--- src/source/stripedFifoPkg.sv ---
// --------------------
// Striped FIFO shared definitions
// Sizing constants, the stream beat and the small index and count types
// used by every block of the striped flop-RAM FIFO
// --------------------

`default_nettype none

package stripedFifoPkg;

  // --------------------
  // Sizing
  // --------------------

  // Number of lane FIFOs that the input stream is striped across
  localparam int NumLanes = 4;

  // Entries held by each lane, must be at least 2
  localparam int LaneDepth = 4;

  // Payload data width carried by every beat
  localparam int DataWidth = 32;

  // Width of a lane index used by the spreader and gatherer pointers
  localparam int LaneIdxWidth = $clog2(NumLanes);

  // Width of a lane RAM address
  localparam int AddrWidth = $clog2(LaneDepth);

  // Width of an occupancy count, which has to hold 0 up to LaneDepth inclusive
  localparam int CountWidth = $clog2(LaneDepth + 1);

  // --------------------
  // Types
  // --------------------

  // One stream beat, also the word stored in each RAM entry
  typedef struct packed {
    logic [DataWidth-1:0] data;
    logic                 last;
  } beat_t;

  // Lane index, wraps modulo NumLanes
  typedef logic [LaneIdxWidth-1:0] laneIdx_t;

  // Lane occupancy or free-slot count
  typedef logic [CountWidth-1:0] count_t;

endpackage : stripedFifoPkg

`default_nettype wire

--- src/source/flopRam.sv ---
// --------------------
// Flop RAM, one write port and one read port
// Registered write at the clock edge, combinational read by address
// --------------------

`timescale 1ns/1ps
`default_nettype none

module flopRam (
  // Posedge clock shared by both ports
  input  logic                                 clk,
  // Asynchronous active-low reset, only used to block writes
  input  logic                                 rstN,

  // Write port
  input  logic                                 wrValid,
  input  logic [stripedFifoPkg::AddrWidth-1:0] wrAddr,
  input  stripedFifoPkg::beat_t                wrData,

  // Read port
  input  logic [stripedFifoPkg::AddrWidth-1:0] rdAddr,
  output stripedFifoPkg::beat_t                rdData
);

  // --------------------
  // Storage
  // --------------------

  // The entries carry no reset value
  // The FIFO control only reads an entry after it has been written
  stripedFifoPkg::beat_t mem [stripedFifoPkg::LaneDepth];

  // Writes are ignored while reset is held so that a push racing reset
  // cannot leave a stray entry behind
  always_ff @(posedge clk) begin
    if (wrValid && rstN) begin
      mem[wrAddr] <= wrData;
    end
  end

  // --------------------
  // Read
  // --------------------

  // Plain mux on the read address, no read latency
  assign rdData = mem[rdAddr];

endmodule : flopRam

`default_nettype wire

--- src/source/fifoFlops.sv ---
// --------------------
// Lane FIFO on a flop RAM
// Ready/valid push and pop with pointer and count control and status flags
// Non-bypass, so a push is visible at the pop side one cycle later
// --------------------

`timescale 1ns/1ps
`default_nettype none

module fifoFlops (
  // Posedge clock
  input  logic                   clk,
  // Asynchronous active-low reset
  input  logic                   rstN,

  // Push side
  input  logic                   pushValid,
  input  stripedFifoPkg::beat_t  pushBeat,
  output logic                   pushReady,

  // Pop side
  output logic                   popValid,
  output stripedFifoPkg::beat_t  popBeat,
  input  logic                   popReady,

  // Status
  output logic                   full,
  output logic                   empty,
  output stripedFifoPkg::count_t items,
  output stripedFifoPkg::count_t slots
);

  // --------------------
  // Handshakes
  // --------------------

  logic                                 push;
  logic                                 pop;
  logic [stripedFifoPkg::AddrWidth-1:0] wrPtr;
  logic [stripedFifoPkg::AddrWidth-1:0] rdPtr;

  // RAM side of the lane
  logic                                 ramWrValid;
  logic [stripedFifoPkg::AddrWidth-1:0] ramWrAddr;
  stripedFifoPkg::beat_t                ramWrData;
  logic [stripedFifoPkg::AddrWidth-1:0] ramRdAddr;
  stripedFifoPkg::beat_t                ramRdData;

  // A transfer on either side needs both valid and ready in the same cycle
  assign push = pushValid && pushReady;
  assign pop  = popValid && popReady;

  // --------------------
  // Pointers
  // --------------------

  // Both pointers wrap at LaneDepth, which need not be a power of two
  always_ff @(posedge clk or negedge rstN) begin
    if (!rstN) begin
      wrPtr <= '0;
    end else if (push) begin
      if (int'(wrPtr) == stripedFifoPkg::LaneDepth - 1) begin
        wrPtr <= '0;
      end else begin
        wrPtr <= wrPtr + 1'b1;
      end
    end
  end

  always_ff @(posedge clk or negedge rstN) begin
    if (!rstN) begin
      rdPtr <= '0;
    end else if (pop) begin
      if (int'(rdPtr) == stripedFifoPkg::LaneDepth - 1) begin
        rdPtr <= '0;
      end else begin
        rdPtr <= rdPtr + 1'b1;
      end
    end
  end

  // --------------------
  // Occupancy
  // --------------------

  // Push and pop in the same cycle leave the count where it is
  always_ff @(posedge clk or negedge rstN) begin
    if (!rstN) begin
      items <= '0;
    end else begin
      case ({push, pop})
        2'b10:   items <= items + 1'b1;
        2'b01:   items <= items - 1'b1;
        default: items <= items;
      endcase
    end
  end

  // Status comes straight off the count register
  assign full      = (int'(items) == stripedFifoPkg::LaneDepth);
  assign empty     = (items == '0);
  assign slots     = stripedFifoPkg::count_t'(stripedFifoPkg::LaneDepth) - items;
  assign pushReady = !full;
  assign popValid  = !empty;

  // --------------------
  // RAM
  // --------------------

  // Writes land at the tail, the head is read from the read pointer
  // A write only goes to a free entry, so it never touches the head
  // that is being popped in the same cycle
  assign ramWrValid = push;
  assign ramWrAddr  = wrPtr;
  assign ramWrData  = pushBeat;
  assign ramRdAddr  = rdPtr;

  flopRam flopRam (
    .clk,
    .rstN,
    .wrValid(ramWrValid),
    .wrAddr (ramWrAddr),
    .wrData (ramWrData),
    .rdAddr (ramRdAddr),
    .rdData (ramRdData)
  );

  // Head of the lane, valid whenever the lane is not empty
  assign popBeat = ramRdData;

endmodule : fifoFlops

`default_nettype wire

--- src/source/laneSpreader.sv ---
// --------------------
// Round-robin lane spreader
// Sends each accepted input beat to the next lane FIFO in turn
// --------------------

`timescale 1ns/1ps
`default_nettype none

module laneSpreader (
  // Posedge clock
  input  logic                                  clk,
  // Asynchronous active-low reset
  input  logic                                  rstN,

  // Input stream
  input  logic                                  inValid,
  input  stripedFifoPkg::beat_t                 inBeat,
  output logic                                  inReady,

  // Push side of every lane
  output logic [stripedFifoPkg::NumLanes-1:0]   pushValid,
  output stripedFifoPkg::beat_t                 pushBeat,
  input  logic [stripedFifoPkg::NumLanes-1:0]   pushReady
);

  // --------------------
  // Lane pointer
  // --------------------

  // Lane that takes the next input beat
  stripedFifoPkg::laneIdx_t ptr;
  logic                     accept;

  assign accept = inValid && inReady;

  // Only an accepted beat moves the pointer on
  // A full lane therefore stalls the input instead of being skipped,
  // which keeps the lane order the gatherer expects
  always_ff @(posedge clk or negedge rstN) begin
    if (!rstN) begin
      ptr <= '0;
    end else if (accept) begin
      if (int'(ptr) == stripedFifoPkg::NumLanes - 1) begin
        ptr <= '0;
      end else begin
        ptr <= ptr + 1'b1;
      end
    end
  end

  // --------------------
  // Routing
  // --------------------

  // Valid reaches the pointed lane only
  always_comb begin
    pushValid      = '0;
    pushValid[ptr] = inValid;
  end

  // The beat itself is fanned out, the valid decides who takes it
  assign pushBeat = inBeat;
  assign inReady  = pushReady[ptr];

endmodule : laneSpreader

`default_nettype wire

--- src/source/laneGatherer.sv ---
// --------------------
// Round-robin lane gatherer
// Pops the lanes in the spreader's order and drives the output stream
// --------------------

`timescale 1ns/1ps
`default_nettype none

module laneGatherer (
  // Posedge clock
  input  logic                                                 clk,
  // Asynchronous active-low reset
  input  logic                                                 rstN,

  // Pop side of every lane
  input  logic [stripedFifoPkg::NumLanes-1:0]                  popValid,
  input  stripedFifoPkg::beat_t [stripedFifoPkg::NumLanes-1:0] popBeat,
  output logic [stripedFifoPkg::NumLanes-1:0]                  popReady,

  // Output stream
  output logic                                                 outValid,
  output stripedFifoPkg::beat_t                                outBeat,
  input  logic                                                 outReady
);

  // --------------------
  // Lane pointer
  // --------------------

  // Lane that holds the oldest beat of the whole subsystem
  stripedFifoPkg::laneIdx_t ptr;
  logic                     transfer;

  assign transfer = outValid && outReady;

  // Same start lane and same step as the spreader, so beats leave in the
  // order they came in
  always_ff @(posedge clk or negedge rstN) begin
    if (!rstN) begin
      ptr <= '0;
    end else if (transfer) begin
      if (int'(ptr) == stripedFifoPkg::NumLanes - 1) begin
        ptr <= '0;
      end else begin
        ptr <= ptr + 1'b1;
      end
    end
  end

  // --------------------
  // Output mux
  // --------------------

  assign outValid = popValid[ptr];
  assign outBeat  = popBeat[ptr];

  // Ready goes back to the pointed lane only, all others hold their heads
  always_comb begin
    popReady      = '0;
    popReady[ptr] = outReady;
  end

endmodule : laneGatherer

`default_nettype wire

--- src/source/stripedFifo.sv ---
// --------------------
// Striped flop-RAM FIFO top
// Spreads one ready/valid stream over NumLanes lane FIFOs and gathers it
// back in order, each lane running at a fraction of the stream rate
// --------------------

`timescale 1ns/1ps
`default_nettype none

module stripedFifo (
  // Posedge clock
  input  logic                  clk,
  // Asynchronous active-low reset
  input  logic                  rstN,

  // Input stream
  input  logic                  inValid,
  input  stripedFifoPkg::beat_t inBeat,
  output logic                  inReady,

  // Output stream
  output logic                  outValid,
  output stripedFifoPkg::beat_t outBeat,
  input  logic                  outReady,

  // High when every lane is empty
  output logic                  idle
);

  // --------------------
  // Lane wiring
  // --------------------

  logic [stripedFifoPkg::NumLanes-1:0]                  pushValid;
  stripedFifoPkg::beat_t                                pushBeat;
  logic [stripedFifoPkg::NumLanes-1:0]                  pushReady;
  logic [stripedFifoPkg::NumLanes-1:0]                  popValid;
  stripedFifoPkg::beat_t [stripedFifoPkg::NumLanes-1:0] popBeat;
  logic [stripedFifoPkg::NumLanes-1:0]                  popReady;
  logic [stripedFifoPkg::NumLanes-1:0]                  laneEmpty;

  laneSpreader laneSpreader (
    .clk,
    .rstN,
    .inValid,
    .inBeat,
    .inReady,
    .pushValid,
    .pushBeat,
    .pushReady
  );

  // One lane FIFO per stripe, all fed the same fanned-out beat
  // Only the empty flag of each lane is needed up here
  for (genvar i = 0; i < stripedFifoPkg::NumLanes; i++) begin : gLane
    fifoFlops fifoFlops (
      .clk,
      .rstN,
      .pushValid(pushValid[i]),
      .pushBeat (pushBeat),
      .pushReady(pushReady[i]),
      .popValid (popValid[i]),
      .popBeat  (popBeat[i]),
      .popReady (popReady[i]),
      .full     (),
      .empty    (laneEmpty[i]),
      .items    (),
      .slots    ()
    );
  end

  laneGatherer laneGatherer (
    .clk,
    .rstN,
    .popValid,
    .popBeat,
    .popReady,
    .outValid,
    .outBeat,
    .outReady
  );

  // Nothing is held anywhere once all lanes report empty
  assign idle = &laneEmpty;

endmodule : stripedFifo

`default_nettype wire

--- config.mk ---
export PLATFORM = sky130hd
export DESIGN_NAME = stripedFifo
export DESIGN_NICKNAME = d
export VERILOG_FILES = /design/src/source/stripedFifoPkg.sv /design/src/source/flopRam.sv /design/src/source/fifoFlops.sv /design/src/source/laneSpreader.sv /design/src/source/laneGatherer.sv /design/src/source/stripedFifo.sv
export SDC_FILE = /design/constraint.sdc
export NUM_CORES = 1
export LEC_CHECK = 0
export BUFFER_PORTS_ARGS = -buffer_cell sky130_fd_sc_hd__buf_2
export CAP_MARGIN = 20
export CORE_ASPECT_RATIO = 2
export CORE_UTILIZATION = 60
export CTS_CLUSTER_SIZE = 12
export DETAILED_ROUTE_END_ITERATION = 16
export PLACE_DENSITY = 0.83
export SYNTH_ARGS = -nofsm -noshare
export SYNTH_HDL_FRONTEND = slang
export SYNTH_SLANG_ARGS = --single-unit
--- constraint.sdc ---
create_clock -name clk -period 2.7 [get_ports clk]
set_input_delay 0.27 -clock clk [delete_from_list [all_inputs] [get_ports clk]]
set_output_delay 0.27 -clock clk [all_outputs]
set_load 0.01 [all_outputs]
== Word level (Yosys, flattened, before mapping) ==
Memory sizes are Yosys's and may differ from the RTL's.
Index checks and enable logic that the tools add are counted.

* Add/sub/neg operators: 18
* Multipliers: 0
* Div/mod/pow operators: 0
* Magnitude comparators: 4
* Equality and inequality tests: 22
* Shifts and indexed selects: 0
* Multiplexer cells: 32
* Bitwise logic cells: 2
* Reduce and logical (&&, ||, !) cells: 33

{| class="wikitable"
|+ Operator list
! cell !! count
|-
| binary-select mux 33 bit (select 2 bit) || 1
|-
| 2-to-1 mux 33 bit || 1
|-
| equality test 2 x 1 -> 1 bit (second input constant) || 14
|-
| one-hot mux 3 bit (2 select lines) || 4
|-
| adder 2 x 1 -> 2 bit (second input constant) || 10
|-
| 2-to-1 mux 2 bit || 10
|-
| logical AND 1 bit || 16
|-
| adder 3 x 1 -> 3 bit (second input constant) || 4
|-
| equality test 3 bit (second input constant) || 4
|-
| zero test 3 bit || 4
|-
| 2-to-1 mux 1 bit || 12
|-
| subtractor 3 x 1 -> 3 bit (second input constant) || 4
|-
| bitwise AND 4 bit || 2
|-
| equality test 2 bit (second input constant) || 4
|-
| zero test 1 bit || 8
|-
| nonzero test 2 bit || 4
|-
| < comparator 2 x 3 -> 1 bit (second input constant) || 2
|-
| binary-select mux 1 bit (select 2 bit) || 2
|-
| demux 1 bit (select 2 bit) || 2
|-
| greater-or-equal comparator 2 x 1 -> 1 bit (second input constant) || 2
|-
| AND reduction 4 bit || 1
|}

* Bits in registers: 32
* Latch bits: 0
* Bits in writable memories: 528
* Memory bits (read-only): 0
* Input bits: 37
* Output and inout bits: 36
* Word-level logic and storage cells: 129
* Memories kept: 4

{| class="wikitable"
|+ Memory list
! name !! words !! bits a word !! rd ports !! clocked after memory_dff !! write ports !! line !! RTL
|-
| gLane[0].fifoFlops.flopRam.mem || 4 || 33 || 1 || 0 || 1 || flopRam.sv:31 || <nowiki>stripedFifoPkg::beat_t mem [stripedFifoPkg::LaneDepth];</nowiki>
|-
| gLane[1].fifoFlops.flopRam.mem || 4 || 33 || 1 || 0 || 1 || flopRam.sv:31 ||
|-
| gLane[2].fifoFlops.flopRam.mem || 4 || 33 || 1 || 0 || 1 || flopRam.sv:31 ||
|-
| gLane[3].fifoFlops.flopRam.mem || 4 || 33 || 1 || 0 || 1 || flopRam.sv:31 ||
|}

== Longest topological paths before layout ==
Gate-level depths: netlist of run 1.

* Depth after elaboration: 9
* Depth in mapped cells: 11
* Depth with buffers taken out: 10

== Modules after synthesis ==
A second synthesis of run 1 with hierarchy kept.

* Cells, all modules: 980
* Area, all modules: 22680.5 sq um

{| class="wikitable"
|+ By module, submodules not included
! module !! times used !! cells an instance !! area each (sq um)
|-
| flopRam || 4 || 177 || 4847.1
|-
| fifoFlops at gLane[0].fifoFlops ... || 3 || 36 || 442.9
|-
| laneGatherer || 1 || 67 || 1038.5
|-
| laneSpreader || 1 || 59 || 474.2
|-
| fifoFlops at gLane[2].fifoFlops || 1 || 37 || 441.7
|-
| stripedFifo || 1 || 1 || 8.8
|}

== Least setup slack after synthesis of run 1 ==
Ideal clock, no wire load.

* Kind: register to register
* Start point: register laneSpreader.ptr[1]
* End point: memory gLane[0].fifoFlops.flopRam.mem[1][0] (netlist bit) (enable)
* Data arrival time: 1.920 ns
* Path slack: 0.387 ns
* Stages on the path, launching flop included: 6
* Path buffers: 1
* Period minus slack after synthesis: 2.313 ns
* Cell sequence: dfrtp_1 > inv_1 > ha_1 > and3_1 > clkbuf_1 > and3_1

* Word-level cells in the longest chain between the ends: 9
* Elaborated cells on any way between the ends: 10
* Classes of those cells: order compare (2); mux (4); bitwise (1); reduce/logical (3)

{| class="wikitable"
|+ Ends and longest elaborated chain
! what !! line !! RTL
|-
| start, declared || laneSpreader.sv:31 || <nowiki>stripedFifoPkg::laneIdx_t ptr;</nowiki>
|-
| start signal, assigned || laneSpreader.sv:46 || <nowiki>ptr <= ptr + 1'b1;</nowiki>
|-
| < comparator 2 x 3 -> 1 bit (not written as such) or greater-or-equal comparator 2 x 1 -> 1 bit (tied branches) || laneSpreader.sv:58 || <nowiki>pushValid[ptr] = inValid;</nowiki>
|-
| logical AND 1 bit (not written as such) || laneSpreader.sv:58 ||
|-
| 2-to-1 mux 1 bit (not written as such) || laneSpreader.sv:58 ||
|-
| demux 1 bit (select 2 bit) * || -- ||
|-
| bitwise AND 4 bit (no line) * || -- ||
|-
| logical AND 1 bit * || fifoFlops.sv:50 || <nowiki>assign push = pushValid && pushReady;</nowiki>
|-
| logical AND 1 bit * || flopRam.sv:36 || <nowiki>if (wrValid && rstN) begin</nowiki>
|-
| 2-to-1 mux 1 bit * || flopRam.sv:36 ||
|-
| 2-to-1 mux 1 bit (not written as such) * || flopRam.sv:37 || <nowiki>mem[wrAddr] <= wrData;</nowiki>
|-
| end, declared || flopRam.sv:31 ||
|}

Every way passes the cells marked *; elsewhere a longest branch is shown, timed or not.

==> impl_results.md, run 1 <==
* Share of cells above drive strength 1 at 31.2%
* TritonCTS clock tree: yes
* Core area at 35800 µm²
* Synth cell count leaders: edfxtp_1, mux4_2, a22oi_1
* FMAX at ~370 MHz
* Clk root buf: clkbuf_16
* P&R area growth vs syn at 14.0%
* Ys flop type: edfxtp_1
* Crit Path Max Fanout at 6
* M2 GR Usage at 49.7%
* Hold path startpoint: inBeat[2]
* Die width at approximately 140 µm
* # H-tree levels at 2
* Status: finished clean
* Crit start category: flip-flop
* Routed Wire Length at 51.3 mm
* Met3 Use GR at under 10%
* Peak supply drop at 0.688 mV
* Row Count at 98
* Tightest Hold Check Type: input pin to flip-flop
* Top post-synthesis cells by area: edfxtp_1, mux4_2, dfrtp_1
* #FFs+latches synth at 560
* Fin. Hold Viols at 0
* Max-slew violations at 0
* Async set-reset flop share out of synthesis at under 10%
* Top cell type's share of synthesized area at 72.8%
* LEAKAGE at 8.36 nW
* Max Buffers Root-to-Sink at 3
* Worst Tran Pin Value at ~1200 ps
* DP Cell Count at 1535
* DR vias at 11079
* # Max-Cap Violations at 0
* Most common cell in the synthesized netlist: edfxtp_1
* Arrival time worst endpoint at ~2400 ps
* FF-to-FF Start: gLane[2].fifoFlops.items[1]
* Post-DP Area at between 20000 and 25000 µm²
* RR Endpoint: gLane[2].fifoFlops.items[2]
* GPL Wtd Cong at approximately 0.8
* Die area at 37100 µm²
* # nets final at 1234
* CTS Buf Count at 52
* Clock Skews at 25.9 ps
* Synth area leader: edfxtp_1
* Iter 0 DRT Violations at 1265
* Netlist cell types at 29
* Vias in the first global route at 11789
* CP Class: flip-flop to primary output
* Global-route wire length before repair at 73.5 mm
* Setup Viol. Count Final at 0
* I/O pins at 73
* Synth Net Count at 1090
* Detailed Place HPWL at roughly 27 mm
* Mapped cell area at 21800 µm²
* Initial core utilization at 60.8%
* Clk_lat worst skew at 580 ps
* Crit. End Element: primary output
* Flop-to-flop setup slack at approximately 260 ps
* GRT Total Usage at between 20% and 30%
* Final instance area at 24800 µm²
* Sink Count at 560
* Gr busiest metal: met2
* Required @ worst endpoint at 2430 ps
* PD cells at 1010 nW/µm²
* PortBufs at 72
* Initial antenna violation count at 3
* DIE HEIGHT at 271 µm
* Total grt overflow at 0
* Grt met1 use at 33.6%
* Mean Syn Cell Area at between 20 and 25 µm²
* Wirelength per Cell at 31.6 µm
* Final min period at roughly 2700 ps
* Total number of yosys warnings at 0
* Post-Layout Cell Count at about 1600
* Rel. slew slack at 23.1%
* DRT antenna net count at 0
* Mapped Cells at just over 1000
* Worst R2R Path Depth at 9
* Number of flops mapped to enable cells by yosys at 528
* Period Utilization, post-route at 99.5%
* Reg clk slew, reported paths at 60 ps
* Pre-antenna DRT Iters at 5
* DRC viols at 0
* Largest net degree at the start of global routing at 34
* DR vias/cell at 6.82
* Hold path cells at 1
* WHS Endpoint: gLane[3].fifoFlops.flopRam.mem[1][2]
* Sequential fraction of the synthesis area at 76.5%
==> metal layers <==
| layer | part of all wire [%] | wire [µm] | vias to the layer above |
|---|---|---|---|
| li1 | - | - | 4441 |
| met1 | 33 | 16700 | 5724 |
| met2 | 55 | 28200 | 759 |
| met3 | 7.9 | 4070 | 153 |
| met4 | 4.6 | 2350 | 2 |
| met5 | 0.021 | 11 | - |
==> worst max path at each step <==
stage | from | endpoint | slack (ps) | cells after the start
final | gLane[2].fifoFlops.ramRdAddr[0] | outBeat[0] | 10 | 5
after global routing | gLane[2].fifoFlops.ramRdAddr[0] | outBeat[0] | -20 | 5
after CTS | gLane[0].fifoFlops.ramRdAddr[0] | outBeat[12] | -5 | 5
after detailed placement | gLane[2].fifoFlops.items[1] | gLane[2].fifoFlops.items[2] | 270 | 9
after global placement | gLane[2].fifoFlops.items[1] | gLane[2].fifoFlops.items[2] | 350 | 9
after floorplan | laneSpreader.ptr[1] | gLane[0].fifoFlops.flopRam.mem[1][0] | 390 | 5
==> kinds of logic after synthesis <==
group	Yosys count	share of synthesized area, %
xor+xnor	12	0.483
mux	142	14.3
flops	560	76.5
buf+inv	83	1.53
simple gates	94	2.11
compound gates	90	2.94
fa+ha+maj	36	2.21
==> cell type report <==
class,instances,area (µm²)
Sequential cell,560,16700
Fill cell,2075,11000
Multi-Input combinational cell,374,4850
Clock buffer,62,1370
Timing Repair Buffer,139,1210
Tap cell,450,563
Inverter,34,130
Clock inverter,3,21.3
Antenna cell,2,5.00
==> power breakdown <==
part / internal (mW) / switching (mW) / leakage [nW]
Combinational: 3.70 / 4.19 / 2.55
Clock: 3.52 / 2.94 / 0.680
Sequential: 10.2 / 0.594 / 5.13
Total: 17.4 / 7.72 / 8.36
==> sequential cells by signal (all words and copies together) (netlist names) <==
register and count:
gLane.fifoFlops.flopRam.mem 528, gLane.fifoFlops.ramWrAddr 8, gLane.fifoFlops.ramRdAddr 8, laneGatherer.ptr 2, gLane.fifoFlops.items 12, laneSpreader.ptr 2
==> repair_timing <==
item / in CTS / in global routing
endpoints found under the hold margin: 33 / 0
gates resized for setup: 8 / 1
hold buffers: 2 / 0
pin swaps: 2 / 0
setup buffers: 11 / 8
endpoints found under the setup margin: 33 / 17
==> metrics by stage <==
stage	power, mW	util [%]	hold slack, ps	setup TNS [ps]	setup slack, ps
detailed placement	18.3	64.7	169	0	269
CTS	25.0	69.1	36.8	-5.02	-5.02
finish	25.1	69.3	64.1	0	12.5
global placement	18.0	64.7	173	0	352
global route	26.0	69.3	61.4	-47.2	-15.3
floorplan	15.4	-	-25.6	0	387
==> cells in the final DEF (no fill, tap or decap), types with 3 or more instances in the layout <==
| master | count |
|---|---|
| and3_2 | 16 |
| and3_1 | 4 |
| dfrtp_1 | 24 |
| o21ai_0 | 13 |
| or3b_1 | 4 |
| xor2_1 | 8 |
| buf_12 | 27 |
| inv_1 | 33 |
| dfrtp_4 | 5 |
| a21o_1 | 4 |
| clkbuf_16 | 53 |
| nand3_1 | 4 |
| dfrtp_2 | 3 |
| mux2_2 | 6 |
| nand2_1 | 45 |
| or3_4 | 3 |
| mux4_2 | 134 |
| edfxtp_1 | 528 |
| nor2_4 | 4 |
| a22oi_1 | 65 |
| clkbuf_1 | 8 |
| buf_4 | 35 |
| buf_2 | 73 |
| nor2_1 | 8 |
| fa_1 | 4 |
| xnor2_1 | 4 |
| nor3_1 | 4 |
| ha_1 | 32 |
==> critical path, cell delays in order, from the launching register on <==
cell and delay (ps):
dfrtp_4 490, buf_4 190, mux4_2 530, a22oi_1 340, nand2_1 140, buf_2 170
Note: power is estimated with default switching activity, not from simulation.
==> run 2, diff against run 1 <==
--- a/config.mk
+++ b/config.mk
@@ -5,13 +5,13 @@
 export SDC_FILE = /design/constraint.sdc
 export NUM_CORES = 1
 export LEC_CHECK = 0
-export BUFFER_PORTS_ARGS = -buffer_cell sky130_fd_sc_hd__buf_2
 export CAP_MARGIN = 20
 export CORE_ASPECT_RATIO = 2
 export CORE_UTILIZATION = 60
 export CTS_CLUSTER_SIZE = 12
 export DETAILED_ROUTE_END_ITERATION = 16
-export PLACE_DENSITY = 0.83
+export DONT_BUFFER_PORTS = 1
+export PLACE_DENSITY = 0.82
 export SYNTH_ARGS = -nofsm -noshare
 export SYNTH_HDL_FRONTEND = slang
 export SYNTH_SLANG_ARGS = --single-unit
==> impl_results.md, run 2 (synthesis gave the netlist of run 1 again) <==
* # nets final at 1176
* CP Class: flip-flop to primary output
* Regs by FF count: gLane.fifoFlops.flopRam.mem x528, gLane.fifoFlops.items x12
* Detailed Place HPWL at 25.5 mm
* Setup TNS at 0 ps
* Iter 0 DRT Violations at around 1200
* FILL cells at 2082
* Crit start category: flip-flop
* Pre-antenna DRT Iters at 7
* FF-to-FF Start: laneGatherer.ptr[0]
* N_diodes at 0
* Rel. slew slack at between 30% and 40%
* Largest net degree at the start of global routing at 37
* Max Buffers Root-to-Sink at 3
* RR Endpoint: gLane[2].fifoFlops.items[2]
* LEAKAGE at 8.11 nW
* Most flops, register: gLane.fifoFlops.flopRam.mem
* Required @ worst endpoint at 2430 ps
* Global-route wire length before repair at 73.7 mm
* GPL Wtd Cong at 0.744
* Max-slew violations at 0
* Crit. End Element: primary output
* Crit Path Max Fanout at 36
* DRT antenna net count at 0
* Worst Tran Pin Value at 1030 ps
* Total grt overflow at 0
* Setup Viol. Count Final at 0
* Post-route met1 wirelength at around 16 mm
* FMAX at between 300 and 400 MHz
* I/O pins at 73
* Reg clk slew, reported paths at roughly 60 ps
* Tightest Hold Check Type: input pin to flip-flop
* PortBufs at 0
* Die area at 37100 µm²
* Commonest cells after routing, fill and taps aside: edfxtp_1, mux4_2, a22oi_1, clkbuf_16, nand2_1
* DR vias/cell at between 6 and 7
* Period Utilization, post-route at between 90% and 100%
* Share of cells above drive strength 1 at 24.5%
* Routed Wire Length at slightly above 50 mm
* DRC viols at 0
* CTS Buf Count at 52
* PD cells at approximately 990 nW/µm²
* Initial core utilization at 60.8%
* DR vias at 10799
* Vias in the first global route at 11724
* Initial antenna violation count at 1
* Sink Count at between 500 and 600
* Arrival time worst endpoint at 2390 ps
* Final Util at 68.8%
* Wirelength per Cell at 32.3 µm
* Fin. Hold Viols at 0
* Worst R2R Path Depth at 10
* Status: finished clean
* Top Metal Used: met5
* Most common library cell in the layout ignoring fill and taps: edfxtp_1
* Final instance area at 24600 µm²
* DR WL met2 at 27.9 mm
* TritonCTS clock tree: yes
* P&R area growth vs syn at 13.1%
* Peak supply drop at 0.679 mV
* Core area at ~36000 µm²
* Clock Skews at 19.6 ps
* Flop-to-flop setup slack at 260 ps
* Row Count at 98
* Hold slack at 65.4 ps
* Clk_lat worst skew at slightly below 600 ps
* Critical Path Source: gLane[0].fifoFlops.ramRdAddr[0]
* # H-tree levels at 2
* Post-DP Area at 22700 µm²
* Critical path endpoint: outBeat[15]
* Clk root buf: clkbuf_16
* DIE HEIGHT at 271 µm
* # Max-Cap Violations at 0
* Die width at 137 µm
* Final min period at roughly 2700 ps
* GRT Total Usage at 28.6%
* Final Power at 24.3 mW
* Number of flip-flops in the largest register at 528
* Met3 WL at approximately 3.6 mm
==> run 2: changes by cell type in the layout (fill, tap and decap cells not counted), moves of 3 or more <==
cell           previous run  this run
dfrtp_2                   3         6
dfrtp_4                   5         2
buf_12                   27        21
buf_4                    35        18
dlygate4sd3_1             2        36
buf_2                    73         0
==> run 2: layout make-up <==
cell class,count,area (µm²),area share [%]
Timing Repair Buffer,81,1020,4.13
Sequential cell,560,16700,67.7
Inverter,34,130,0.528
Tap cell,450,563,2.29
Clock inverter,2,20.0,0.0813
Clock buffer,63,1390,5.62
Multi-Input combinational cell,374,4850,19.7
==> run 2: worst min path at each step <==
| stage | start | endpoint | slack (ps) | cells after the start |
|---|---|---|---|---|
| 2_1_floorplan | rstN | gLane[0].fifoFlops.items[0] | -30 | 0 |
| 3_3_place_gp | rstN | gLane[1].fifoFlops.ramWrAddr[1] | -20 | 0 |
| 3_5_place_dp | rstN | gLane[1].fifoFlops.ramWrAddr[0] | -20 | 0 |
| 4_1_cts | outReady | gLane[1].fifoFlops.ramRdAddr[0] | 50 | 2 |
| 5_1_grt | outReady | gLane[1].fifoFlops.ramRdAddr[0] | 50 | 2 |
| 6_report | outReady | gLane[1].fifoFlops.ramRdAddr[0] | 70 | 2 |
==> run 2: per-layer routing <==
layer / vias up / track usage, %
li1: 4343 / -
met1: 5635 / 33.6
met2: 654 / 50.8
met3: 165 / 4.09
met4: 2 / 14.3
met5: - / 0
==> run 2: worst max-delay path, cell delays in order, from the launching register on <==
cell	delay, ps
dfrtp_2	380
buf_12	270
mux4_2	580
a22oi_1	310
nand2_1	190
==> run 2: repair_timing <==
action | 4_1_cts | 5_1_grt
pin swaps | 0 | 1
endpoints found under the hold margin | 566 | 0
cloned | 0 | 1
setup buffers | 4 | 3
resized for setup | 6 | 3
hold buffers | 37 | 0
endpoints found under the setup margin | 22 | 8
==> run 2: metrics by stage <==
step                      std cells  worst slack, ps
final                          1564             37.6
after global routing           1564            -2.44
after CTS                      1560             7.08
after detailed placement       1454              323
after global placement         1454              395
after floorplan                1017              387
==> run 2: report_power, final <==
group | internal, mW | leakage, nW | switching, mW
clock | 3.55 | 0.685 | 2.92
sequential | 10.2 | 5.13 | 0.568
combinational | 3.14 | 2.29 | 4.00
==> run 3, diff against run 2 <==
--- a/config.mk
+++ b/config.mk
@@ -7,11 +7,11 @@
 export LEC_CHECK = 0
 export CAP_MARGIN = 20
 export CORE_ASPECT_RATIO = 2
-export CORE_UTILIZATION = 60
+export CORE_UTILIZATION = 63
 export CTS_CLUSTER_SIZE = 12
 export DETAILED_ROUTE_END_ITERATION = 16
 export DONT_BUFFER_PORTS = 1
-export PLACE_DENSITY = 0.82
+export PLACE_DENSITY = 0.85
 export SYNTH_ARGS = -nofsm -noshare
 export SYNTH_HDL_FRONTEND = slang
 export SYNTH_SLANG_ARGS = --single-unit
==> impl_results.md, run 3 (synthesis gave the netlist of run 1 again) <==
* Crit start category: flip-flop
* Number of buffers and inverters on the critical path at 1
* TritonCTS clock tree: yes
* Post-Layout Cell Count at 1556
* Peak supply drop at 0.672 mV
* Arrival time worst endpoint at 2370 ps
* Flop-to-flop setup slack at 180 ps
* GRT Total Usage at roughly 31%
* Initial antenna violation count at 0
* Detailed Place HPWL at between 20 and 30 mm
* Global-route wire length before repair at 76.4 mm
* Final WS setup at between 60 and 70 ps
* N_diodes at 0
* # H-tree levels at 2
* Largest net degree at the start of global routing at 34
* PortBufs at 0
* Most flops, register: gLane.fifoFlops.flopRam.mem
* Levels on crit path at 4
* CP cell instances: buf_12 > mux4_2 > a22oi_1 > nand2_1
* Post-DP Area at around 23000 µm²
* # nets final at around 1200
* Row Count at 96
* Number of flip-flops in the largest register at 528
* Status: finished clean
* Share of cells above drive strength 1 at 24.5%
* DR vias/cell at 7.08
* Total grt overflow at 0
* Worst stage delay on the critical path at approximately 560 ps
* Most common library cell in the layout ignoring fill and taps: edfxtp_1
* FMAX at between 300 and 400 MHz
* Sink Count at 560
* Core area at 34100 µm²
* Rel. slew slack at 27.8%
* Clk root buf: clkbuf_16
* Final instance area at 24600 µm²
* Die area at about 35000 µm²
* Crit Path Max Fanout at 22
* CTS Buf Count at 52
* I/O pins at 73
* Reg clk slew, reported paths at 60 ps
* DP Cell Count at approximately 1400
* Setup TNS at 0 ps
* Clock Skews at 11.0 ps
* Tightest Hold Check Type: input pin to flip-flop
* DRT antenna net count at 0
* Setup Viol. Count Final at 0
* Clk_lat worst skew at approximately 580 ps
* Period Utilization, post-route at 97.7%
* GPL Wtd Cong at 0.733
* Wirelength per Cell at 33.9 µm
* DR vias at 11023
* Die width at roughly 130 µm
* FF-to-FF Start: laneGatherer.ptr[0]
* Crit-path leading delay family: multiplexers
* Fin. Hold Viols at 0
* Initial core utilization at 63.8%
* RSZ-0062 raised after global routing: no
* Footprint of the multi-input gates at ~4800 µm²
* # Max-Cap Violations at 0
* Regs by FF count: gLane.fifoFlops.flopRam.mem x528, gLane.fifoFlops.items x12
* Critical Path Source: gLane[2].fifoFlops.ramRdAddr[0]
* P&R area growth vs syn at 13.0%
* DRC viols at 0
* Max Buffers Root-to-Sink at 3
* Critical path endpoint: outBeat[28]
* Flip-flop and latch area at about 17000 µm²
* Crit. End Element: primary output
* Final min period at 2640 ps
* Worst R2R Path Depth at 10
* Place WS at 296 ps
* Worst Tran Pin Value at between 1000 and 1500 ps
* FILL cells at 1862
* Crit-path slowest cell: mux4_2
* Final Power at 24.4 mW
* LEAKAGE at 8.11 nW
* RR Endpoint: gLane[0].fifoFlops.items[2]
* Required @ worst endpoint at around 2400 ps
* Iter 0 DRT Violations at 1320
* Routed Wire Length at 52.8 mm
* Pre-antenna DRT Iters at 5
* Commonest cells after routing, fill and taps aside: edfxtp_1, mux4_2, a22oi_1, clkbuf_16, nand2_1
* Max-slew violations at 0
* PD cells at about 1000 nW/µm²
* Vias in the first global route at ~12000
* CP Class: flip-flop to primary output
* DIE HEIGHT at around 260 µm
-- run 3: cell types whose count changed in the layout (fill, tap and decap cells not counted), moves of 2 or more --
cell | previous run | this run
dfrtp_2 | 6 | 3
dfrtp_4 | 2 | 5
inv_6 | 0 | 2
clkbuf_16 | 55 | 53
buf_12 | 21 | 25
-- run 3: how the worst min path moves through the flow --
stage          startpoint                         endpoint  cells after the start  slack, ps
2_1_floorplan        rstN      gLane[0].fifoFlops.items[0]                      0        -30
3_3_place_gp         rstN  gLane[3].fifoFlops.ramWrAddr[0]                      0        -20
3_5_place_dp         rstN  gLane[3].fifoFlops.ramWrAddr[0]                      0        -20
4_1_cts          outReady  gLane[3].fifoFlops.ramRdAddr[0]                      2         10
5_1_grt          outReady  gLane[3].fifoFlops.ramRdAddr[0]                      2         20
6_report         outReady  gLane[3].fifoFlops.ramRdAddr[0]                      2         50
-- run 3: timing repair --
item                                   CTS  global route
setup buffers                            6             3
gates resized for setup                  7             0
pin swaps                                2             1
hold buffers                            37             0
setup endpoints to repair               27             4
endpoints found under the hold margin  565             0
-- run 3: per-stage QoR --
step	hold slack, ps	util (%)
floorplan	-25.6	-
global placement	-22.7	66.6
detailed placement	-22.8	66.6
CTS	10.5	72.1
global route	22.1	72.2
finish	50.3	72.2
-- run 3: power by group --
part | total (mW) | internal (mW) | leakage, nW | switching [mW]
Sequential | 10.8 | 10.2 | 5.13 | 0.657
Combinational | 7.12 | 3.14 | 2.29 | 3.97
Clock | 6.50 | 3.53 | 0.681 | 2.97
-- run 3: worst register-to-register path: stages (launching register included) --
cell and delay [ps]:
dfrtp_1 500, inv_1 280, ha_1 220, nand3_1 230, inv_1 130, ha_1 180
inv_1 60, fa_1 380, xor2_1 160, nor2_1 120, xor2_1 180
-- run 3: final cells by class --
class / instances / area share, %
clock buffer: 64 / 5.60
clock inverter: 2 / 0.0712
inverter: 34 / 0.529
multi-input combinational: 374 / 19.7
sequential: 560 / 67.8
tap: 441 / 2.24
timing repair buffer: 81 / 4.14
-- run 3: routing by layer --
metal,share of wire [%],vias to the layer above,wire (µm),GRT usage [%]
li1,-,4335,-,-
met1,32,5753,17100,36.5
met2,54,761,28400,53.4
met3,7.7,174,4080,5.30
met4,6.1,0,3240,18.4
met5,0,-,0,0
